File: src/hw/loopFilter_defs.svh
// ----------------------------------------------------------
// Carrier loop filter widths
// Error, limit, accumulator, gain code and NCO word sizes
// ----------------------------------------------------------
`ifndef LOOP_FILTER_DEFS_SVH
`define LOOP_FILTER_DEFS_SVH

// Phase and frequency detector samples
`define LF_ERROR_WIDTH 12

// Programmable integrator limits, compared with the integer part
`define LF_LIMIT_WIDTH 32

// Lag accumulator and loop output
`define LF_ACCUM_WIDTH 40
`define LF_FRACTION_BITS 8

`define LF_EXP_WIDTH 5
`define LF_NCO_WIDTH 32

`endif

File: src/hw/loopGainPkg.sv
// ----------------------------------------------------------
// Numeric types of the carrier loop filter
// Samples, accumulator words, limits and NCO words
// ----------------------------------------------------------
`include "loopFilter_defs.svh"

package loopGainPkg;

    typedef logic signed [`LF_ERROR_WIDTH-1:0] errorSample;
    typedef logic signed [`LF_ACCUM_WIDTH-1:0] accumWord;
    typedef logic signed [`LF_LIMIT_WIDTH-1:0] limitWord;
    typedef logic        [`LF_NCO_WIDTH-1:0]   phaseWord;

    // Gain code that leaves the error unscaled
    localparam int unityCode = 3;

    // Code 0 mutes the error, codes below unity shift right with floor rounding
    function automatic accumWord scaleError(input errorSample err,
                                            input logic [`LF_EXP_WIDTH-1:0] code);
        accumWord wide;
        wide = accumWord'(err);
        if (code == '0) begin
            return '0;
        end
        if (code < unityCode) begin
            return wide >>> (unityCode - code);
        end
        return wide <<< (code - unityCode);
    endfunction

endpackage

File: src/hw/loopControlPkg.sv
// ----------------------------------------------------------
// Control types of the carrier loop filter
// Gain exponent codes and the acquisition mode
// ----------------------------------------------------------
`include "loopFilter_defs.svh"

package loopControlPkg;

    // Power of two gain code, see loopGainPkg::scaleError
    typedef logic [`LF_EXP_WIDTH-1:0] gainExp;

    // Frequency pull until acquired, then phase tracking
    typedef enum logic {
        freqPull   = 1'b0,
        phaseTrack = 1'b1
    } loopMode;

    function automatic loopMode decodeMode(input logic freqAcquired);
        if (freqAcquired) begin
            return phaseTrack;
        end
        return freqPull;
    endfunction

endpackage

File: src/hw/loopConfigIf.sv
// ----------------------------------------------------------
// Loop filter configuration bundle
// Gain codes, integrator limits and mode for both gain paths
// ----------------------------------------------------------
`timescale 1ns/1ps

interface loopConfigIf;

    loopControlPkg::gainExp  phaseLagExp;
    loopControlPkg::gainExp  freqLagExp;
    loopControlPkg::gainExp  leadExp;
    loopGainPkg::limitWord   upperLimit;
    loopGainPkg::limitWord   lowerLimit;
    loopControlPkg::loopMode mode;

    // Driven from the top level ports
    modport source (
        output phaseLagExp,
        output freqLagExp,
        output leadExp,
        output upperLimit,
        output lowerLimit,
        output mode
    );

    // Integral path needs its own gains and the limits
    modport lag (
        input phaseLagExp,
        input freqLagExp,
        input upperLimit,
        input lowerLimit,
        input mode
    );

    modport lead (
        input leadExp,
        input mode
    );

endinterface

File: src/hw/lagGain.sv
// ----------------------------------------------------------
// Lag (integral) path of the carrier loop filter
// Scaled error selection into a saturating accumulator
// ----------------------------------------------------------
`timescale 1ns/1ps
`include "loopFilter_defs.svh"

module lagGain (
    input  logic                    clk,
    input  logic                    reset,
    input  logic                    clkEn,
    input  loopGainPkg::errorSample phaseError,
    input  loopGainPkg::errorSample freqError,
    input  logic                    clearAccum,
    loopConfigIf.lag                cfg,
    output loopGainPkg::accumWord   lagAccum,
    output loopGainPkg::accumWord   lagNext
);

    loopGainPkg::accumWord phaseLagError;
    loopGainPkg::accumWord freqLagError;
    loopGainPkg::accumWord lagError;
    loopGainPkg::accumWord sum;
    loopGainPkg::limitWord sumTop;
    loopGainPkg::accumWord upperClamp;
    loopGainPkg::accumWord lowerClamp;
    loopGainPkg::accumWord satValue;
    logic                  limitsInverted;

    // Stage E, both errors scaled by their own exponents
    always_ff @(posedge clk) begin
        if (reset) begin
            phaseLagError <= '0;
            freqLagError  <= '0;
        end else if (clkEn) begin
            phaseLagError <= loopGainPkg::scaleError(phaseError, cfg.phaseLagExp);
            freqLagError  <= loopGainPkg::scaleError(freqError, cfg.freqLagExp);
        end
    end

    // Stage E+1, mode picks the error to integrate
    always_ff @(posedge clk) begin
        if (reset) begin
            lagError <= '0;
        end else if (clkEn) begin
            if (cfg.mode == loopControlPkg::freqPull) begin
                lagError <= freqLagError;
            end else begin
                lagError <= phaseLagError;
            end
        end
    end

    // Integer part of the candidate sum is what the limits see
    assign sum    = lagAccum + lagError;
    assign sumTop = sum[`LF_ACCUM_WIDTH-1:`LF_FRACTION_BITS];

    // Clamp values pad the limit with zero or one fraction bits
    assign upperClamp = {cfg.upperLimit, {`LF_FRACTION_BITS{1'b0}}};
    assign lowerClamp = {cfg.lowerLimit, {`LF_FRACTION_BITS{1'b1}}};

    // Negative upper with non-negative lower is not a usable window
    assign limitsInverted = cfg.upperLimit[`LF_LIMIT_WIDTH-1]
                            && !cfg.lowerLimit[`LF_LIMIT_WIDTH-1];

    // Test the limit on the side the sum leans toward first
    always_comb begin
        if (limitsInverted) begin
            satValue = lagAccum;
        end else if (sum[`LF_ACCUM_WIDTH-1]) begin
            if (sumTop <= cfg.lowerLimit) begin
                satValue = lowerClamp;
            end else if (sumTop >= cfg.upperLimit) begin
                satValue = upperClamp;
            end else begin
                satValue = sum;
            end
        end else begin
            if (sumTop >= cfg.upperLimit) begin
                satValue = upperClamp;
            end else if (sumTop <= cfg.lowerLimit) begin
                satValue = lowerClamp;
            end else begin
                satValue = sum;
            end
        end
    end

    // Next accumulator value, also used by the NCO for the loop output
    // Clear acts on any edge, the enable only gates the integration
    always_comb begin
        if (clearAccum) begin
            lagNext = '0;
        end else if (clkEn) begin
            lagNext = satValue;
        end else begin
            lagNext = lagAccum;
        end
    end

    // Stage E+2
    always_ff @(posedge clk) begin
        if (reset) begin
            lagAccum <= '0;
        end else begin
            lagAccum <= lagNext;
        end
    end

endmodule

File: src/hw/leadGain.sv
// ----------------------------------------------------------
// Lead (proportional) path of the carrier loop filter
// ----------------------------------------------------------
`timescale 1ns/1ps

module leadGain (
    input  logic                    clk,
    input  logic                    reset,
    input  logic                    clkEn,
    input  loopGainPkg::errorSample phaseError,
    input  loopGainPkg::errorSample freqError,
    loopConfigIf.lead               cfg,
    output loopGainPkg::accumWord   leadError
);

    loopGainPkg::accumWord phaseLeadError;
    loopGainPkg::accumWord freqLeadError;

    // Stage E, one exponent serves both errors
    always_ff @(posedge clk) begin
        if (reset) begin
            phaseLeadError <= '0;
            freqLeadError  <= '0;
        end else if (clkEn) begin
            phaseLeadError <= loopGainPkg::scaleError(phaseError, cfg.leadExp);
            freqLeadError  <= loopGainPkg::scaleError(freqError, cfg.leadExp);
        end
    end

    // Stage E+1, same selection point as the lag path so the
    // proportional term lines up with the integrator update
    always_ff @(posedge clk) begin
        if (reset) begin
            leadError <= '0;
        end else if (clkEn) begin
            if (cfg.mode == loopControlPkg::freqPull) begin
                leadError <= freqLeadError;
            end else begin
                leadError <= phaseLeadError;
            end
        end
    end

endmodule

File: src/hw/carrierNco.sv
// ----------------------------------------------------------
// Carrier NCO
// Loop output sum and the 32-bit phase accumulator it steers
// ----------------------------------------------------------
`timescale 1ns/1ps
`include "loopFilter_defs.svh"

module carrierNco (
    input  logic                  clk,
    input  logic                  reset,
    input  logic                  clkEn,
    input  loopGainPkg::accumWord leadError,
    input  loopGainPkg::accumWord lagNext,
    input  loopGainPkg::phaseWord centerFreq,
    output loopGainPkg::accumWord loopOut,
    output loopGainPkg::phaseWord ncoPhase
);

    loopGainPkg::phaseWord freqWord;

    // Stage E+2, lead term plus the accumulator value loaded on this edge
    always_ff @(posedge clk) begin
        if (reset) begin
            loopOut <= '0;
        end else if (clkEn) begin
            loopOut <= leadError + lagNext;
        end
    end

    // Integer part of the loop output trims the center frequency
    assign freqWord = centerFreq + loopOut[`LF_ACCUM_WIDTH-1:`LF_FRACTION_BITS];

    // Stage E+3, phase wraps modulo the word size
    always_ff @(posedge clk) begin
        if (reset) begin
            ncoPhase <= '0;
        end else if (clkEn) begin
            ncoPhase <= ncoPhase + freqWord;
        end
    end

endmodule

File: src/hw/carrierLoopFilter.sv
// ----------------------------------------------------------
// Carrier tracking loop filter top level
// Second-order lead/lag filter steering the carrier NCO
// ----------------------------------------------------------
`timescale 1ns/1ps
`include "loopFilter_defs.svh"

module carrierLoopFilter (
    input  logic                              clk,
    input  logic                              reset,
    input  logic                              clkEn,
    input  logic                              clearAccum,
    input  logic                              freqAcquired,
    input  logic signed [`LF_ERROR_WIDTH-1:0] phaseError,
    input  logic signed [`LF_ERROR_WIDTH-1:0] freqError,
    input  logic        [`LF_EXP_WIDTH-1:0]   phaseLagExp,
    input  logic        [`LF_EXP_WIDTH-1:0]   freqLagExp,
    input  logic        [`LF_EXP_WIDTH-1:0]   leadExp,
    input  logic signed [`LF_LIMIT_WIDTH-1:0] upperLimit,
    input  logic signed [`LF_LIMIT_WIDTH-1:0] lowerLimit,
    input  logic        [`LF_NCO_WIDTH-1:0]   centerFreq,
    output logic signed [`LF_ACCUM_WIDTH-1:0] lagAccum,
    output logic signed [`LF_ACCUM_WIDTH-1:0] loopOut,
    output logic        [`LF_NCO_WIDTH-1:0]   ncoPhase
);

    loopGainPkg::accumWord leadError;
    loopGainPkg::accumWord lagNext;

    loopConfigIf loopCfg ();

    // Configuration onto the shared bundle
    assign loopCfg.phaseLagExp = phaseLagExp;
    assign loopCfg.freqLagExp  = freqLagExp;
    assign loopCfg.leadExp     = leadExp;
    assign loopCfg.upperLimit  = upperLimit;
    assign loopCfg.lowerLimit  = lowerLimit;
    assign loopCfg.mode        = loopControlPkg::decodeMode(freqAcquired);

    lagGain lagPath (
        .clk        (clk),
        .reset      (reset),
        .clkEn      (clkEn),
        .phaseError (phaseError),
        .freqError  (freqError),
        .clearAccum (clearAccum),
        .cfg        (loopCfg.lag),
        .lagAccum   (lagAccum),
        .lagNext    (lagNext)
    );

    leadGain leadPath (
        .clk        (clk),
        .reset      (reset),
        .clkEn      (clkEn),
        .phaseError (phaseError),
        .freqError  (freqError),
        .cfg        (loopCfg.lead),
        .leadError  (leadError)
    );

    // Loop output and phase accumulator
    carrierNco nco (
        .clk        (clk),
        .reset      (reset),
        .clkEn      (clkEn),
        .leadError  (leadError),
        .lagNext    (lagNext),
        .centerFreq (centerFreq),
        .loopOut    (loopOut),
        .ncoPhase   (ncoPhase)
    );

endmodule

File: config.mk
export PLATFORM = sky130hd
export DESIGN_NAME = carrierLoopFilter
export DESIGN_NICKNAME = d
export VERILOG_FILES = /design/src/hw/loopGainPkg.sv /design/src/hw/loopControlPkg.sv /design/src/hw/loopConfigIf.sv /design/src/hw/lagGain.sv /design/src/hw/leadGain.sv /design/src/hw/carrierNco.sv /design/src/hw/carrierLoopFilter.sv
export VERILOG_INCLUDE_DIRS = /design/src /design/src/hw
export SDC_FILE = /design/constraint.sdc
export NUM_CORES = 2
export LEC_CHECK = 0
export ABC_AREA = 1
export ABC_CLOCK_PERIOD_IN_PS = 12350
export BUFFER_PORTS_ARGS = -buffer_cell sky130_fd_sc_hd__buf_4
export CAP_MARGIN = 20
export CORE_ASPECT_RATIO = 1.75
export CORE_MARGIN = 10
export CORE_UTILIZATION = 45
export DETAILED_ROUTE_END_ITERATION = 7
export GPL_TIMING_DRIVEN = 0
export PLACE_DENSITY_LB_ADDON = 0.2
export SYNTH_ARGS = -nofsm -noshare
export SYNTH_HDL_FRONTEND = slang
export SYNTH_SLANG_ARGS = --single-unit
File: constraint.sdc
create_clock -name clk -period 12.35 [get_ports clk]
set_clock_uncertainty 0.1 [all_clocks]
set_input_delay 0.6175 -clock clk [delete_from_list [all_inputs] [get_ports clk]]
set_output_delay 0.6175 -clock clk [all_outputs]
set_load 0.005 [all_outputs]
==> results.tsv <==
stage	metric	value	unit
status	outcome	completed	
timing	grt_setup_unrepaired	no	
synthesis	syn_area_per_cell	6.22	sq um
timing	max_clock_freq	0.130	GHz
die	fp.coreArea	65200	sq um
setup_path	slowest_delay	0.50	ns
synthesis	ys_warn_count	0	
cells_and_area	final_util	51.7	%
timing	finalCriticalPeriod	7.66	ns
placement	io_buffers	249	
die	die_h	359	um
grt	antenna_found_initial	2	
grt	grtUsageMet3	4.14	%
placement	placed_cells	5818	
synthesis	synthCells	4749	
timing	setup_tns	0	ns
detailed_routing	drc	0	
setup_path	crit_slowest_cell	clkbuf_1	
min_path	hold_path_class	in -> reg	
cells_and_area	mostFrequentLayoutCell	nand2_1	
clock_tree	clockRootBuffer	clkbuf_16	
synthesis	seq_area_frac_synth	23.9	%
synthesis	synth_nets	5110	
timing	holdWs	0.361	ns
clock_tree	clkTransAtPathRegs	0.07	ns
clock_tree	cts_resized	0	
setup_path	cp-start-kind	register	
detailed_routing	drtAntennaViolNets	0	
setup_path	endpoint_kind	register	
cells_and_area	mostFrequentLayoutCells	nand2_1 (1258), o21ai_0 (534), inv_1 (531), a21oi_1 (407), nor2_1 (395)	
power	finalPower	4.26	mW
detailed_routing	first_pass_iters	6	
placement	dpl_worst_slack	4.95	ns
cells_and_area	multi_input_area	19400	sq um
power	pwr_density_cell	127	nW/um^2
synthesis	synthesis.area	29500	sq um
cells_and_area	seqCellArea	7050	sq um
grt	busiest_layer	met2	
timing	worst_pin_slew	1.11	ns
clock_tree	clockBufferDepth	3	
grt	grt_pass1_vias	32246	
die	pin_count	252	
grt	grt_pass1_wl	187000	um
placement	dpl-instance-area	32400	sq um
clock_tree	clock_latency	0.56	ns
synthesis	synth-main-ff-cell	dfxtp_1	
grt	groute.usage.overall	31.6	%
synthesis	netlist-cell-type-count	66	
clock_tree	cts_buffers	35	
timing	fin_ws	4.69	ns
detailed_routing	num_vias	32484	
clock_tree	postCtsSetupBuffers	0	
detailed_routing	viasPerCell	5.52	
cells_and_area	antenna_cells	0	
die	die_x	214	um
detailed_routing	drt_iter0_markers	2196	
grt	grt_max_degree	17	
placement	gpl.final_weighted_congestion	1.02	
placement	dpl.hpwl	105000	um
cells_and_area	final_cells	5881	
die	dieArea	76700	sq um
clock_tree	clock_sinks	352	
synthesis	async_flop_share	0	%
cells_and_area	final_area	33700	sq um
job	maxCapViolations	0	
cells_and_area	nFillCells	7052	
synthesis	synth_seq_cells	352	
setup_path	worstSetupPathType	reg -> reg	
timing	slew_viol_final	0	
clock_tree	cts_tree	yes	
cells_and_area	layout-drive-gt1-share	8.47	%
die	row_count	124	
grt	grtUsageMet1	32.1	%
setup_path	path_max_fanout	10	
clock_tree	htree_levels	2	
die	initial_core_util	45.3	%
setup_path	critPathArrivalTime	8.01	ns
grt	met2_usage	56.1	%
power	p_leak	16.6	nW
synthesis	synth-edff-count	0	
setup_path	crit_required	12.70	ns
setup_path	crit_top_cell	nand2_1	
cells_and_area	finalNetCount	5397	
power	peakVddDrop	0.000111	V
timing	fin_crit_sh	62.1	%
timing	finalSetupViolCount	0	
grt	overflow	0	
cells_and_area	area_growth	14.1	%
timing	timing.slew.headroom	25.1	%
detailed_routing	routedWlPerCell	21.2	um
timing	hold_viol	0	
clock_tree	hold_buffers	0	
detailed_routing	routed_wl	125000	um
==> worst paths after layout <==
| kind | endpoint | cells past startpoint | slack, ns | start |
|---|---|---|---|---|
| min | lagPath.lagAccum[22]$_SDFF_PP0_ | 5 | 0.36 | lowerLimit[14] |
| max | nco.loopOut[27]$_SDFFE_PP0P_ | 41 | 4.69 | lagPath.lagAccum[0]$_SDFF_PP0_ |
| min reg2reg | lagPath.freqLagError[35]$_SDFFE_PP0P_ | 2 | 0.36 | lagPath.freqLagError[35]$_SDFFE_PP0P_ |
| max reg2reg | nco.loopOut[27]$_SDFFE_PP0P_ | 41 | 4.69 | lagPath.lagAccum[0]$_SDFF_PP0_ |
==> per-layer routing <==
metal	up-vias	routed length, um
li1	16227	-
met1	14859	45200
met2	1033	61000
met3	361	6290
met4	4	12000
met5	-	18
==> critical path, delay by kind of cell (launching register included) <==
kind / cells / cell delay (ns)
adder cells (fa/ha/maj): 4 / 1.43
AND/OR/NAND/NOR: 21 / 2.84
AO/OA/AOI/OAI: 9 / 1.61
flip-flops: 1 / 0.36
buffers and inverters: 7 / 1.21
==> cell families (layout without fill, tap and decap cells) <==
kind of cell / after synthesis / after routing / synth area share [%]
adder cells (fa/ha/maj): 221 / 221 / 10.2
flip-flops: 352 / 352 / 23.9
buffers and inverters: 799 / 1112 / 10.6
AO/OA/AOI/OAI: 1266 / 1266 / 24.1
AND/OR/NAND/NOR: 1986 / 1986 / 27.3
multiplexers: 34 / 34 / 1.16
XOR/XNOR: 91 / 91 / 2.72
==> final cells by class <==
class / instances / share of cell area [%]
Timing Repair Buffer: 250 / 5.59
Multi-Input combinational cell: 3598 / 57.5
Buffer: 246 / 3.07
Sequential cell: 352 / 20.9
Clock inverter: 17 / 0.735
Tap cell: 819 / 3.04
Clock buffer: 46 / 2.99
Inverter: 553 / 6.18
==> power by group <==
group          switching, mW  total [mW]  internal [mW]
combinational           1.15        1.76          0.602
clock                  0.492        1.18          0.688
sequential            0.0930        1.33           1.24
total                   1.74        4.26           2.53
==> registers in the layout, summed over array words and instances, names as in the netlist <==
signal,count
lagPath.phaseLagError,40
leadPath.leadError,40
lagPath.lagError,40
nco.ncoPhase,32
leadPath.freqLeadError,40
nco.loopOut,40
leadPath.phaseLeadError,40
lagPath.lagAccum,40
lagPath.freqLagError,40
==> synth_stat cells (6+ instances only) <==
library cell,n,area share (%)
mux2i_1,32,1.1
nor2_1,395,5.0
clkbuf_1,202,2.6
inv_2,13,0.17
a21o_1,18,0.46
nor3_1,21,0.36
nand4_1,13,0.28
o221ai_1,14,0.42
fa_1,34,2.3
o21ai_1,47,0.80
a21oi_2,7,0.21
dfxtp_1,352,24
a31oi_1,37,0.78
nor4_1,6,0.13
buf_2,15,0.25
buf_1,17,0.22
nand2_2,12,0.25
o211ai_2,11,0.47
and2_1,11,0.23
clkinv_1,7,0.089
inv_1,531,6.7
o22ai_1,8,0.17
nand2_1,1258,16
o211ai_1,115,2.9
nor2_2,7,0.15
a21oi_1,407,6.9
nand3_1,235,4.0
nand3_2,7,0.24
o21bai_1,13,0.33
ha_1,187,7.9
o21a_1,16,0.41
a31oi_2,9,0.38
xor2_1,64,1.9
o21ai_0,534,9.0
xnor2_1,26,0.77
Power figures use the tool's default switching activity.
